File: src/corr_cmd_defs.svh
// line width must hold the line count and the delay width must be a whole number of nibbles.
`ifndef CORR_CMD_DEFS_SVH
`define CORR_CMD_DEFS_SVH

// ####################
// register bank geometry.
// ####################
`define CORR_NUM_LINES 4
`define CORR_LINE_W 2
`define CORR_DELAY_W 16

// bit period is CORR_BAUD_UNIT * (baud_rate + 1) clock cycles.
`define CORR_BAUD_UNIT 4

// ####################
// delay field reset values.
// ####################
`define CORR_CROSS_INC_RST 1
`define CORR_CROSS_LEN_RST 1023
`define CORR_AUTO_INC_RST 1
`define CORR_AUTO_LEN_RST 1

`endif

File: src/corr_cmd_pkg.sv
// opcode values are fixed by the host protocol and unlisted opcodes are ignored by the parser.
`default_nettype none

package corr_cmd_pkg;

	// low nibble of a command byte.
	typedef enum logic [3:0] {
		clear           = 4'd0,
		set_line        = 4'd1,
		set_leds        = 4'd2,
		set_baud        = 4'd3,
		set_voltage     = 4'd4,
		delay_start     = 4'd8,
		delay_increment = 4'd9,
		delay_length    = 4'd10,
		enable_test     = 4'd12,
		enable_capture  = 4'd13
	} corr_opcode_e;

	typedef enum logic [1:0] {
		idle,
		start,
		data,
		stop
	} rx_state_e;

endpackage

`default_nettype wire

File: src/corr_cmd_parser.sv
// one command per byte_valid strobe, no back-pressure; delay fields load a nibble at a time.
`default_nettype none

`include "corr_cmd_defs.svh"

module corr_cmd_parser
	import corr_cmd_pkg::*;
(
	input  logic                                       clk,
	input  logic                                       arst_n,
	input  logic [7:0]                                 byte_data,
	input  logic                                       byte_valid,
	output logic [`CORR_NUM_LINES*8-1:0]               voltage,
	output logic [`CORR_NUM_LINES*8-1:0]               test,
	output logic [`CORR_NUM_LINES*8-1:0]               leds,
	output logic [`CORR_NUM_LINES*`CORR_DELAY_W-1:0]   cross_start,
	output logic [`CORR_NUM_LINES*`CORR_DELAY_W-1:0]   cross_increment,
	output logic [`CORR_NUM_LINES*`CORR_DELAY_W-1:0]   cross_length,
	output logic [`CORR_NUM_LINES*`CORR_DELAY_W-1:0]   auto_start,
	output logic [`CORR_NUM_LINES*`CORR_DELAY_W-1:0]   auto_increment,
	output logic [`CORR_NUM_LINES*`CORR_DELAY_W-1:0]   auto_length,
	output logic [`CORR_LINE_W-1:0]                    current_line,
	output logic [3:0]                                 baud_rate,
	output logic                                       integrating,
	output logic                                       external_clock,
	output logic                                       timestamp_reset,
	output logic                                       extended
);

	localparam logic [`CORR_DELAY_W-1:0] cross_inc_rst = `CORR_CROSS_INC_RST;
	localparam logic [`CORR_DELAY_W-1:0] cross_len_rst = `CORR_CROSS_LEN_RST;
	localparam logic [`CORR_DELAY_W-1:0] auto_inc_rst  = `CORR_AUTO_INC_RST;
	localparam logic [`CORR_DELAY_W-1:0] auto_len_rst  = `CORR_AUTO_LEN_RST;

	corr_opcode_e              opcode;
	logic [3:0]                nibble;
	logic [`CORR_LINE_W+3:0]   line_shift;
	int                        line_mod;
	int                        byte_base;
	int                        dly_base;

	function automatic logic [`CORR_DELAY_W-1:0] shift_in(
		input logic [`CORR_DELAY_W-1:0] field,
		input logic [3:0]               nib
	);
		return {field[`CORR_DELAY_W-5:0], nib};
	endfunction

	assign opcode     = corr_opcode_e'(byte_data[3:0]);
	assign nibble     = byte_data[7:4];
	assign line_shift = {current_line, nibble};
	assign line_mod   = int'(line_shift) % `CORR_NUM_LINES;

	// the extended flag picks the high nibble of a byte.
	assign byte_base = int'(current_line) * 8 + (extended ? 4 : 0);
	assign dly_base  = int'(current_line) * `CORR_DELAY_W;

	always_ff @(posedge clk or negedge arst_n) begin
		if (!arst_n) begin
			voltage         <= '0;
			test            <= '0;
			leds            <= '0;
			cross_start     <= '0;
			cross_increment <= {`CORR_NUM_LINES{cross_inc_rst}};
			cross_length    <= {`CORR_NUM_LINES{cross_len_rst}};
			auto_start      <= '0;
			auto_increment  <= {`CORR_NUM_LINES{auto_inc_rst}};
			auto_length     <= {`CORR_NUM_LINES{auto_len_rst}};
			current_line    <= '0;
			baud_rate       <= '0;
			integrating     <= 1'b0;
			external_clock  <= 1'b0;
			timestamp_reset <= 1'b1;
			extended        <= 1'b0;
		end else if (byte_valid) begin
			case (opcode)
				clear: begin
					voltage         <= '0;
					test            <= '0;
					leds            <= '0;
					cross_start     <= '0;
					cross_increment <= {`CORR_NUM_LINES{cross_inc_rst}};
					cross_length    <= {`CORR_NUM_LINES{cross_len_rst}};
					auto_start      <= '0;
					auto_increment  <= {`CORR_NUM_LINES{auto_inc_rst}};
					auto_length     <= {`CORR_NUM_LINES{auto_len_rst}};
					current_line    <= '0;
					baud_rate       <= '0;
					integrating     <= 1'b0;
					external_clock  <= 1'b0;
					timestamp_reset <= 1'b1;
					extended        <= 1'b0;
				end
				set_line: current_line <= line_mod[`CORR_LINE_W-1:0];
				set_leds: leds[byte_base +: 4] <= nibble;
				set_baud: baud_rate <= nibble;
				set_voltage: voltage[byte_base +: 4] <= nibble;
				enable_test: test[byte_base +: 4] <= nibble;

				// ####################
				// delay fields with the bank chosen by the extended flag.
				// ####################
				delay_start: begin
					if (extended) begin
						auto_start[dly_base +: `CORR_DELAY_W] <=
							shift_in(auto_start[dly_base +: `CORR_DELAY_W], nibble);
					end else begin
						cross_start[dly_base +: `CORR_DELAY_W] <=
							shift_in(cross_start[dly_base +: `CORR_DELAY_W], nibble);
					end
				end
				delay_increment: begin
					if (extended) begin
						auto_increment[dly_base +: `CORR_DELAY_W] <=
							shift_in(auto_increment[dly_base +: `CORR_DELAY_W], nibble);
					end else begin
						cross_increment[dly_base +: `CORR_DELAY_W] <=
							shift_in(cross_increment[dly_base +: `CORR_DELAY_W], nibble);
					end
				end
				delay_length: begin
					if (extended) begin
						auto_length[dly_base +: `CORR_DELAY_W] <=
							shift_in(auto_length[dly_base +: `CORR_DELAY_W], nibble);
					end else begin
						cross_length[dly_base +: `CORR_DELAY_W] <=
							shift_in(cross_length[dly_base +: `CORR_DELAY_W], nibble);
					end
				end

				enable_capture: begin
					integrating     <= byte_data[4];
					external_clock  <= byte_data[5];
					timestamp_reset <= byte_data[6];
					extended        <= byte_data[7];
				end
				// unused opcodes fall through untouched.
				default: ;
			endcase
		end
	end

endmodule

`default_nettype wire

File: src/corr_ctrl_top.sv
// baud_rate loops back through the parser, so a new rate applies from the next frame on.
`default_nettype none

`include "corr_cmd_defs.svh"

module corr_ctrl_top (
	input  logic                                       clk,
	input  logic                                       arst_n,
	input  logic                                       rxd,
	output logic                                       frame_error,
	output logic [`CORR_NUM_LINES*8-1:0]               voltage,
	output logic [`CORR_NUM_LINES*8-1:0]               test,
	output logic [`CORR_NUM_LINES*8-1:0]               leds,
	output logic [`CORR_NUM_LINES*`CORR_DELAY_W-1:0]   cross_start,
	output logic [`CORR_NUM_LINES*`CORR_DELAY_W-1:0]   cross_increment,
	output logic [`CORR_NUM_LINES*`CORR_DELAY_W-1:0]   cross_length,
	output logic [`CORR_NUM_LINES*`CORR_DELAY_W-1:0]   auto_start,
	output logic [`CORR_NUM_LINES*`CORR_DELAY_W-1:0]   auto_increment,
	output logic [`CORR_NUM_LINES*`CORR_DELAY_W-1:0]   auto_length,
	output logic [`CORR_LINE_W-1:0]                    current_line,
	output logic [3:0]                                 baud_rate,
	output logic                                       integrating,
	output logic                                       external_clock,
	output logic                                       timestamp_reset,
	output logic                                       extended
);

	logic [7:0] byte_data;
	logic       byte_valid;

	corr_uart_rx rx_i (
		.clk         (clk),
		.arst_n      (arst_n),
		.rxd         (rxd),
		.baud_rate   (baud_rate),
		.byte_data   (byte_data),
		.byte_valid  (byte_valid),
		.frame_error (frame_error)
	);

	corr_cmd_parser parser_i (
		.clk             (clk),
		.arst_n          (arst_n),
		.byte_data       (byte_data),
		.byte_valid      (byte_valid),
		.voltage         (voltage),
		.test            (test),
		.leds            (leds),
		.cross_start     (cross_start),
		.cross_increment (cross_increment),
		.cross_length    (cross_length),
		.auto_start      (auto_start),
		.auto_increment  (auto_increment),
		.auto_length     (auto_length),
		.current_line    (current_line),
		.baud_rate       (baud_rate),
		.integrating     (integrating),
		.external_clock  (external_clock),
		.timestamp_reset (timestamp_reset),
		.extended        (extended)
	);

endmodule

`default_nettype wire

File: src/corr_uart_rx.sv
// 8N1 only, no glitch filter on rxd; baud_rate is taken at each start edge, not mid-frame.
`default_nettype none

`include "corr_cmd_defs.svh"

module corr_uart_rx
	import corr_cmd_pkg::*;
(
	input  logic       clk,
	input  logic       arst_n,
	input  logic       rxd,
	input  logic [3:0] baud_rate,
	output logic [7:0] byte_data,
	output logic       byte_valid,
	output logic       frame_error
);

	localparam int cnt_w = $clog2(`CORR_BAUD_UNIT * 16 + 1);

	logic             rxd_meta;
	logic             rxd_sync;
	logic             rxd_last;
	rx_state_e        state;
	logic [cnt_w-1:0] cnt;
	logic [cnt_w-1:0] bit_period;
	logic [cnt_w-1:0] new_period;
	logic [2:0]       bit_idx;
	logic [7:0]       shift_reg;

	assign new_period = cnt_w'(`CORR_BAUD_UNIT * (int'(baud_rate) + 1));
	assign byte_data  = shift_reg;

	// two-flop synchronizer and one more stage for the falling edge.
	always_ff @(posedge clk or negedge arst_n) begin
		if (!arst_n) begin
			rxd_meta <= 1'b1;
			rxd_sync <= 1'b1;
			rxd_last <= 1'b1;
		end else begin
			rxd_meta <= rxd;
			rxd_sync <= rxd_meta;
			rxd_last <= rxd_sync;
		end
	end

	// ####################
	// frame FSM.
	// ####################
	always_ff @(posedge clk or negedge arst_n) begin
		if (!arst_n) begin
			state       <= idle;
			cnt         <= '0;
			bit_period  <= '0;
			bit_idx     <= '0;
			byte_valid  <= 1'b0;
			frame_error <= 1'b0;
		end else begin
			byte_valid  <= 1'b0;
			frame_error <= 1'b0;
			case (state)
				idle: begin
					// first check lands in the middle of the start bit.
					if (rxd_last && !rxd_sync) begin
						bit_period <= new_period;
						cnt        <= (new_period >> 1) - 1'b1;
						state      <= start;
					end
				end
				start: begin
					if (cnt != '0) begin
						cnt <= cnt - 1'b1;
					end else if (rxd_sync) begin
						state <= idle;
					end else begin
						cnt     <= bit_period - 1'b1;
						bit_idx <= '0;
						state   <= data;
					end
				end
				data: begin
					if (cnt != '0) begin
						cnt <= cnt - 1'b1;
					end else begin
						cnt <= bit_period - 1'b1;
						if (bit_idx == 3'd7) begin
							state <= stop;
						end else begin
							bit_idx <= bit_idx + 1'b1;
						end
					end
				end
				stop: begin
					if (cnt != '0) begin
						cnt <= cnt - 1'b1;
					end else begin
						byte_valid  <= rxd_sync;
						frame_error <= !rxd_sync;
						state       <= idle;
					end
				end
				default: state <= idle;
			endcase
		end
	end

	// lsb first, so each sample enters at the top.
	always_ff @(posedge clk) begin
		if (state == data && cnt == '0) begin
			shift_reg <= {rxd_sync, shift_reg[7:1]};
		end
	end

endmodule

`default_nettype wire

File: config.mk
export PLATFORM = sky130hd
export DESIGN_NAME = corr_ctrl_top
export DESIGN_NICKNAME = d
export VERILOG_FILES = /design/src/corr_cmd_pkg.sv /design/src/corr_cmd_parser.sv /design/src/corr_ctrl_top.sv /design/src/corr_uart_rx.sv
export VERILOG_INCLUDE_DIRS = /design/src /design/src/src
export SDC_FILE = /design/constraint.sdc
export NUM_CORES = 1
export LEC_CHECK = 0
export ABC_AREA = 1
export CORE_AREA = 2 2 234 236
export CTS_CLUSTER_DIAMETER = 150
export CTS_CLUSTER_SIZE = 12
export DETAILED_ROUTE_END_ITERATION = 10
export DIE_AREA = 0 0 236 238
export DONT_BUFFER_PORTS = 1
export PLACE_DENSITY = 0.66
export SLEW_MARGIN = 5
export SYNTH_ARGS = -nofsm -noshare
export SYNTH_HDL_FRONTEND = slang
export SYNTH_SLANG_ARGS = --single-unit
File: constraint.sdc
create_clock -name clk -period 3.4 [get_ports clk]
set_clock_uncertainty 0.2 [all_clocks]
set_input_delay 0.17 -clock clk [delete_from_list [all_inputs] [get_ports clk]]
set_output_delay 0.17 -clock clk [all_outputs]
set_load 0.02 [all_outputs]
; After elaboration in Yosys (flattened, before gate mapping)
; Index checks and enable logic that the tools add are counted.
[totals]
register_bits = 520
inputBits = 3
out_inout_bits = 491
wordCells = 162
[classes]
add_sub_neg = 8
n_eq_ne = 28
shift = 15
mux = 53
reduce_logical = 33
[ops]
columns = cell, n
row1 = $pmux W64 S2, 6
row2 = $bwmux W64, 6
row3 = $mux W64, 6
row4 = $shiftx A16 B33 Y64, 6
row5 = $shiftx A64 B7 Y12, 6
row6 = $pmux W32 S2, 3
row7 = $bwmux W32, 3
row8 = $shift A16 B33 Y64 const A, 1
row9 = $mux W7, 5
row10 = $neg A32 Y33, 1
row11 = $neg A6 Y33, 1
row12 = $shift A4 B33 Y32 const A, 1
row13 = $shiftx A4 B33 Y32, 1
row14 = $add A6 B32 Y32, 1
row15 = $pmux W7 S4, 1
row16 = $reduce_and A3 Y1, 7
row17 = $eq A4 B4 Y1 const B, 5
row18 = $reduce_bool A2 Y1, 10
row19 = $ne A2 B2 Y1 const B, 8
row20 = $mux W3, 5
row21 = $reduce_and A2 Y1, 7
row22 = $sub A7 B1 Y7 const B, 2
row23 = $mux W2, 6
row24 = $ne A2 B1 Y1 const B, 6
row25 = 23 further kinds, 33

; Logic depth before layout (Yosys ltp)
; Gate-level depths: netlist of run 1.
[depth]
word_depth = 6
ltp_mapped = 15
ltp_nobuf = 12

; Cells and area by module
; Synthesis of run 1 repeated with hierarchy kept, for this count alone.
[hier_totals]
hier_cells = 3387
area_unflattened_um2 = 25075.3
[by_module_without_submodules]
columns = module, instances, cells_each, area_each_um2, seq_area_each_um2
row1 = corr_cmd_parser, 1, 3172, 23314.9, 12328.1
row2 = corr_uart_rx, 1, 215, 1760.4, 794.5

; Worst setup path before layout of run 1
; Ideal clock, no wire load.
[synth_timing]
path_kind = reg2reg
start = register parser_i.current_line[0]
end = register parser_i.auto_start[56]
setup_ps = 66
arrival_ps = 2953
required_time_ps = 3134
path_slack_ps = 181
path_stages_with_launch = 15
path_buffers = 5
period_less_slack_ps = 3219
path_cell_list = dfrtp_1 > buf_2 > inv_1 > buf_2 > buf_1 > buf_1 > ha_1 > nor2_1 > inv_1 > nor2_1 > inv_1 > nor2_1 > buf_2 > nand2_1 > nand2_1
[synth_via]
elab_chain_cells = 5
elab_cells_between_ends = 7
classes_between = 1 x add/sub / 3 x shift / 3 x mux
[synth_lines]
columns = item, line_no
row1 = start: declaration, corr_cmd_parser.sv:22  ; output logic [`CORR_LINE_W-1:0] current_line,
row2 = start signal: assignment, corr_cmd_parser.sv:94  ; set_line: current_line <= line_mod[`CORR_LINE_W-1:0];
row3 = $shiftx A64 B7 Y12 or $neg A6 Y33 (tied branches), "corr_cmd_parser.sv:106, corr_cmd_parser.sv:105"
row4 = $shiftx A16 B33 Y64 or $shift A16 B33 Y64 (tied branches), corr_cmd_parser.sv:105  ; auto_start[dly_base +: `CORR_DELAY_W] <=
row5 = $bwmux W64 *, corr_cmd_parser.sv:105
row6 = $mux W64 *, corr_cmd_parser.sv:104  ; if (extended) begin
row7 = $pmux W64 S2 *, corr_cmd_parser.sv:76  ; case (opcode)
row8 = end signal: indexed assignment, corr_cmd_parser.sv:105
row9 = end: declaration, corr_cmd_parser.sv:19  ; output logic [`CORR_NUM_LINES*`CORR_DELAY_W-1:0] auto_start,
; Every way passes the cells marked *; elsewhere a longest branch is shown, timed or not. The select of a mux whose other input is x is not followed.
; A chain may end at the register's enable or synchronous reset.

; Final worst setup path of run 1
[layout_timing]
start = register parser_i.current_line[0]
end = register parser_i.cross_start[12]
[layout_via]
elab_chain_cells = 5
elab_cells_between_ends = 7
classes_between = 1 x add/sub / 3 x shift / 3 x mux
[layout_lines]
columns = item, line_no
row1 = $shiftx A64 B7 Y12 or $neg A6 Y33 (tied branches), "corr_cmd_parser.sv:109, corr_cmd_parser.sv:108"
row2 = $shiftx A16 B33 Y64 or $shift A16 B33 Y64 (tied branches), corr_cmd_parser.sv:108  ; cross_start[dly_base +: `CORR_DELAY_W] <=
row3 = $bwmux W64 *, corr_cmd_parser.sv:108
row4 = $mux W64 *, corr_cmd_parser.sv:104
row5 = $pmux W64 S2 *, corr_cmd_parser.sv:76
row6 = end signal: indexed assignment, corr_cmd_parser.sv:108
row7 = end: declaration, corr_cmd_parser.sv:16  ; output logic [`CORR_NUM_LINES*`CORR_DELAY_W-1:0] cross_start,
; Marked as above.

==> flow_summary.json, run 1 <==
{
  "critPathArrivalTime_ps": 3400,
  "worstSetupPathType": "flip-flop to flip-flop",
  "grt_pass1_vias": 20100,
  "cp-startpoint": "parser_i.current_line[0]",
  "design_area_um2": 26000,
  "hold_buffers": 2,
  "synthesis.area_um2": 24000,
  "drt_wl_total_um": 86300,
  "antenna_found_initial": 0,
  "fmax_ghz": 0.324,
  "dp_hpwl_um": 61200,
  "io_pins": 494,
  "avgSynthCellArea_um2": 7.89,
  "finalPower_mw": 13.0,
  "num_vias": 21100,
  "clock_latency_ps": 620,
  "initial_core_util": 0.448,
  "drt-pass1-iter-count": 6,
  "worst-path-stages": 8,
  "final.setup.worst_slack_ps": 309,
  "tightest_slew_ps": 1130,
  "critPathTopFamily": "buffers and inverters",
  "drc": 0,
  "gp_congestion": 0.938,
  "violations": "hold timing",
  "finalMaxSlewViolations": 0,
  "post-route-period-util": 0.909,
  "clkTransAtPathRegs_ps": 70,
  "ys_types": 35,
  "status": "finished with violations",
  "fp.dieH_um": 238,
  "slew-limit-headroom": 0.245,
  "crit_chain": "inv_6, buf_4, ha_1, nand4_1, buf_4, inv_1, nand4_1, o21ai_0",
  "avgRoutedWirePerCell_um": 23.2,
  "finalCoreUtilization": 0.486,
  "r2r_end": "parser_i.cross_start[12]",
  "endpoint": "parser_i.cross_start[12]",
  "ys_seq_area_frac": 0.548,
  "period_needed_ps": 3090,
  "worstSetupStartpointType": "flip-flop",
  "grt_pass1_wl_um": 131000,
  "cts_max_path_buffers": 3,
  "max_cap_violations": 0,
  "portBuffers": 0,
  "stdcell_count": 3719,
  "cpMaxStageDelayCell": "nand4_1",
  "core_area_um2": 53500,
  "yosys_warnings": 0,
  "end_kind": "flip-flop",
  "routed_via_density": 5.67,
  "clock_sinks": 520,
  "crit_required_ps": 3710,
  "ys_ff_latch": 520,
  "finalSetupViolations": 0,
  "hold_class": "input pin to async pin",
  "synth_nets": 3057,
  "grt_use_total": 0.303,
  "r2r_start": "parser_i.current_line[0]",
  "cts_made_buffers": 49,
  "place_ws_ps": 385,
  "cp_num_buf_inv": 4,
  "dpl_cell_area_um2": 24600,
  "place_inst": 3626,
  "postRouteAntennaNets": 0,
  "worstRegToRegCells": 8,
  "rsz0062_at_grt": "false",
  "grt_remaining_overflow": 0,
  "hold_viol_final": 512,
  "insertedDiodeCount": 0,
  "drive_above_1_share": 0.0648,
  "dr.first_iter.drc_count": 2295,
  "nNetsFinal": 3004,
  "ir_drop_mv": 0.638,
  "cts_setup_buffers": 0,
  "regToRegSetupSlack_ps": 310,
  "fin_hold_ws_ps": -946,
  "fill_cells": 5172,
  "dieWidth_um": 236,
  "cts-resized-gates": 0,
  "syn_to_final_growth_pct": 8.54,
  "p_per_area_nw_per_um2": 502,
  "htree_levels": 2,
  "syn_inst": 3036,
  "dieArea_um2": 56200,
  "critPathMaxFanout": 41,
  "rows": 85,
  "cts-root-buf": "clkbuf_16",
  "cts_tree": "done",
  "cpPeakStageDelay_ps": 540,
  "tns_ps": 0,
  "grt_start_max_net_pins": 513,
  "p_leak_nw": 11.4
}
-- power by group --
part           internal (mW)  leakage (nW)  switching (mW)  total (mW)
sequential              6.41          7.00           0.280        6.69
combinational          0.374          3.70           0.779        1.15
clock                   2.73         0.672            2.48        5.21
total                   9.51          11.4            3.54        13.0
-- final cells by class --
cell class / instances / area, um2 / area share
sequential: 520 / 13100 / 0.505
multi-input combinational: 2180 / 9520 / 0.366
clock buffer: 87 / 1370 / 0.0526
timing repair buffer: 48 / 365 / 0.0141
inverter: 184 / 696 / 0.0268
tap: 696 / 871 / 0.0335
clock inverter: 4 / 50.0 / 0.00192
-- state kept, by name (all words and copies together), names as in the netlist, 7 cells and up, named ones only --
register / flops
parser_i.auto_increment: 64
parser_i.auto_length: 64
parser_i.auto_start: 64
parser_i.cross_increment: 64
parser_i.cross_length: 64
parser_i.cross_start: 64
parser_i.leds: 32
parser_i.test: 32
parser_i.voltage: 32
rx_i.byte_data: 8
rx_i.cnt: 7
-- worst min path at each step --
| stage | start | end | slack (ps) | cells after the start |
|---|---|---|---|---|
| floorplan | arst_n | async pin | -330 | 0 |
| global placement | arst_n | parser_i.cross_start[28] | -310 | 0 |
| detailed placement | arst_n | parser_i.cross_start[60] | -310 | 0 |
| CTS | arst_n | parser_i.cross_start[28] | -980 | 0 |
| global route | arst_n | parser_i.cross_start[29] | -980 | 0 |
| finish | arst_n | parser_i.cross_start[60] | -950 | 0 |
-- logic make-up (layout without fill, tap and decap cells) --
family / Yosys count / count (layout) / share of synthesized area
adders and majority gates: 18 / 18 / 0.00940
AOI/OAI and AO/OA: 606 / 606 / 0.130
and+or+nand+nor: 1551 / 1551 / 0.256
DFF: 520 / 520 / 0.548
xor gates and xnor gates: 5 / 5 / 0.00183
buffers and inverters: 336 / 323 / 0.0552
-- metal layers --
| layer | routed length [um] | share of wire | up-vias | GRT usage |
|---|---|---|---|---|
| li1 | - | - | 9667 | - |
| met3 | 9870 | 0.11 | 211 | 0.0967 |
| met4 | 3940 | 0.046 | 0 | 0.131 |
| met1 | 32900 | 0.38 | 10100 | 0.384 |
| met5 | 0 | 0 | - | 0 |
| met2 | 39600 | 0.46 | 1093 | 0.480 |
-- cells in the mapped netlist (all sizes together) --
cell type  number  area [um2]
a211oi          1        7.51
a21oi          91         478
buf            67         313
clkbuf         85         319
clkinv          1        3.75
dfrtp         456       11400
dfstp          56        1470
edfxtp          8         240
ha             18         225
inv           183         687
nand2        1137        4290
nand3         133         671
nand3b          2        15.0
nand4          23         144
nor2          235         910
nor3           18        95.1
nor4            1        6.26
o211ai          1        7.51
o21ai         481        2410
o221ai          1        8.76
o22ai          30         188
o31ai           1        7.51
or2             2        12.5
xnor2           3        26.3
xor2            2        17.5
-- worst register-to-register path, delay by kind of cell, from the launching register on --
kind	cells	cell delay [ps]
flops	1	510
fa+ha+maj	1	320
compound gates	1	430
buf+inv	4	870
simple gates	2	650
-- cell usage in the layout, fill, tap and decap left out, drive strengths merged --
cell	netlist	final
nand3b	2	2
o221ai	1	1
clkbuf	85	87
o31ai	1	1
nand3	133	133
nand4	23	23
a211oi	1	1
nand2	1137	1137
nor3	18	18
o22ai	30	30
dlygate4sd3	0	2
o211ai	1	1
nor2	235	235
dfstp	56	56
edfxtp	8	8
ha	18	18
inv	183	185
a21oi	91	91
clkinv	1	3
xor2	2	2
dfrtp	456	456
or2	2	2
nor4	1	1
buf	67	46
o21ai	481	481
xnor2	3	3
Note: power is estimated with default switching activity, not from simulation.
==> run 2, diff against run 1 <==
--- a/config.mk
+++ b/config.mk
@@ -8,12 +8,11 @@
 export LEC_CHECK = 0
 export ABC_AREA = 1
 export CORE_AREA = 2 2 234 236
-export CTS_CLUSTER_DIAMETER = 150
 export CTS_CLUSTER_SIZE = 12
 export DETAILED_ROUTE_END_ITERATION = 10
 export DIE_AREA = 0 0 236 238
 export DONT_BUFFER_PORTS = 1
-export PLACE_DENSITY = 0.66
+export PLACE_DENSITY_LB_ADDON = 0.2
 export SLEW_MARGIN = 5
 export SYNTH_ARGS = -nofsm -noshare
 export SYNTH_HDL_FRONTEND = slang
==> run 2 against run 1 <==
  * The run still ends with hold timing left
  * Wire length grew 0.90%
  * First-iteration DRC count fell by 8.8%
  * Non-clock buffer count decreased by 1
  * Cell area is 2.3% higher
  * Sequential share of layout area is 1.1 points lower
  * Critical path depth grew 1
  * Worst setup slack got worse by 97 ps
  * Die area is the same
  * Power rose by 11%
  * Critical endpoint is now parser_i.voltage[8]
  * Combinational power hardly changed
  * Critical path type unchanged
  * Sequential power is essentially flat
==> flow_summary.json, run 2 (synthesized netlist as in run 1, its figures left out) <==
{
  "cts_tree": "done",
  "clock_latency_ps": 620,
  "drc": 0,
  "status": "finished with violations",
  "nNetsFinal": 3012,
  "hold_viol_final": 512,
  "worstSetupPathType": "flip-flop to flip-flop",
  "max_cap_violations": 0,
  "regArea_um2": 13100,
  "final.setup.worst_slack_ps": 212,
  "slew-limit-headroom": 0.267,
  "r2r_end": "parser_i.voltage[8]",
  "dpl_cell_area_um2": 24600,
  "cpPeakStageDelay_ps": 670,
  "finalCoreUtilization": 0.497,
  "cp-startpoint": "parser_i.current_line[0]",
  "fmax_ghz": 0.314,
  "p_leak_nw": 11.7,
  "clock_sinks": 520,
  "clkTransAtPathRegs_ps": 60,
  "grt_pass1_vias": 19900,
  "worstRegToRegCells": 9,
  "grt_start_max_net_pins": 513,
  "fin_hold_ws_ps": -941,
  "cts_made_buffers": 58,
  "hold_buffers": 2,
  "layout_commonest_cell": "nand2_1",
  "dieWidth_um": 236,
  "htree_levels": 2,
  "grt_use_total": 0.305,
  "grt_remaining_overflow": 0,
  "end_kind": "flip-flop",
  "tns_ps": 0,
  "critPathArrivalTime_ps": 3500,
  "p_per_area_nw_per_um2": 544,
  "period_needed_ps": 3190,
  "cts-root-buf": "clkbuf_16",
  "worstSetupStartpointType": "flip-flop",
  "multi_input_area_um2": 9530,
  "crit_chain": "inv_6, ha_4, buf_4, nor3_1, nand2_1, nor2_1, o21ai_0, nand2_1, o21ai_0",
  "crit_required_ps": 3710,
  "hold_class": "input pin to async pin",
  "postRouteAntennaNets": 0,
  "place_ws_ps": 317,
  "portBuffers": 0,
  "ir_drop_mv": 0.573,
  "rsz0062_at_grt": "false",
  "final_cell_mix": "nand2_1 (1130), o21ai_0 (473), dfrtp_1 (454), nor2_1 (228), inv_1 (171)",
  "syn_to_final_growth_pct": 11.0,
  "fp.dieH_um": 238,
  "drt_wl_total_um": 87100,
  "routed_via_density": 5.65,
  "critPathMaxFanout": 48,
  "post-route-period-util": 0.938,
  "dieArea_um2": 56200,
  "tightest_slew_ps": 1100,
  "violations": "hold timing",
  "design_area_um2": 26600,
  "dp_hpwl_um": 61200,
  "cpMaxStageDelayCell": "buf_4",
  "antenna_found_initial": 0,
  "drt-pass1-iter-count": 6,
  "finalMaxSlewViolations": 0,
  "dr.first_iter.drc_count": 2094,
  "core_area_um2": 53500,
  "insertedDiodeCount": 0,
  "drive_above_1_share": 0.0774,
  "grt_pass1_wl_um": 131000,
  "endpoint": "parser_i.voltage[8]",
  "regToRegSetupSlack_ps": 210,
  "initial_core_util": 0.448,
  "r2r_start": "parser_i.current_line[0]",
  "finalSetupViolations": 0,
  "fill_cells": 5143,
  "cts_max_path_buffers": 3,
  "rows": 85,
  "num_vias": 21100,
  "gp_congestion": 0.982,
  "avgRoutedWirePerCell_um": 23.3,
  "io_pins": 494
}
run 2: changes by cell type in the layout (fill, tap and decap cells not counted), moves of 2 or more:
cell       delta
clkbuf_8     +16
clkinv_2      +9
clkbuf_1     -28
bufinv_16     +5
clkinv_8      -2
clkbuf_16    +13
run 2: power breakdown:
part | internal [mW] | total, mW | switching [mW]
registers | 6.41 | 6.69 | 0.278
logic | 0.375 | 1.15 | 0.777
clock network | 4.02 | 6.62 | 2.60
run 2: final cells by class:
| cell class | count | area share |
|---|---|---|
| Sequential cell | 520 | 0.494 |
| Multi-Input combinational cell | 2180 | 0.358 |
| Clock buffer | 88 | 0.0680 |
| Tap cell | 696 | 0.0327 |
| Inverter | 184 | 0.0261 |
| Timing Repair Buffer | 47 | 0.0135 |
| Clock inverter | 16 | 0.00781 |
run 2: timing repair:
item / in CTS / in global routing
hold endpoints to repair: 513 / 512
buffers inserted: 0 / 1
resized for setup: 0 / 0
setup endpoints to repair: 0 / 1
run 2: worst min path at each step:
stage,to,slack [ps],cells past startpoint
final,parser_i.cross_start[60],-940,0
after global routing,parser_i.cross_start[29],-980,0
after CTS,parser_i.cross_start[29],-970,0
after detailed placement,parser_i.cross_start[29],-310,0
after global placement,parser_i.cross_start[29],-320,0
after floorplan,async pin,-330,0
run 2: worst max-delay path, delay by kind of cell, from the launching register on:
| family | cells | cell delay, ps |
|---|---|---|
| AO/OA/AOI/OAI | 2 | 650 |
| flip-flops | 1 | 530 |
| buffers and inverters | 2 | 770 |
| adder cells (fa/ha/maj) | 1 | 300 |
| AND/OR/NAND/NOR | 4 | 600 |
run 2: metrics by stage:
step / cells / total power, mW
after CTS: 3730 / 14.5
after global placement: 3624 / 7.93
after detailed placement: 3624 / 7.94
after global routing: 3731 / 15.0
final: 3731 / 14.5
after floorplan: 3036 / 7.58
run 2: per-layer routing:
metal,routed length (um),track usage,up-vias
met3,9480,0.105,201
li1,-,-,9708
met1,34900,0.396,10200
met2,39400,0.475,983
met5,0,0,-
met4,3340,0.108,0
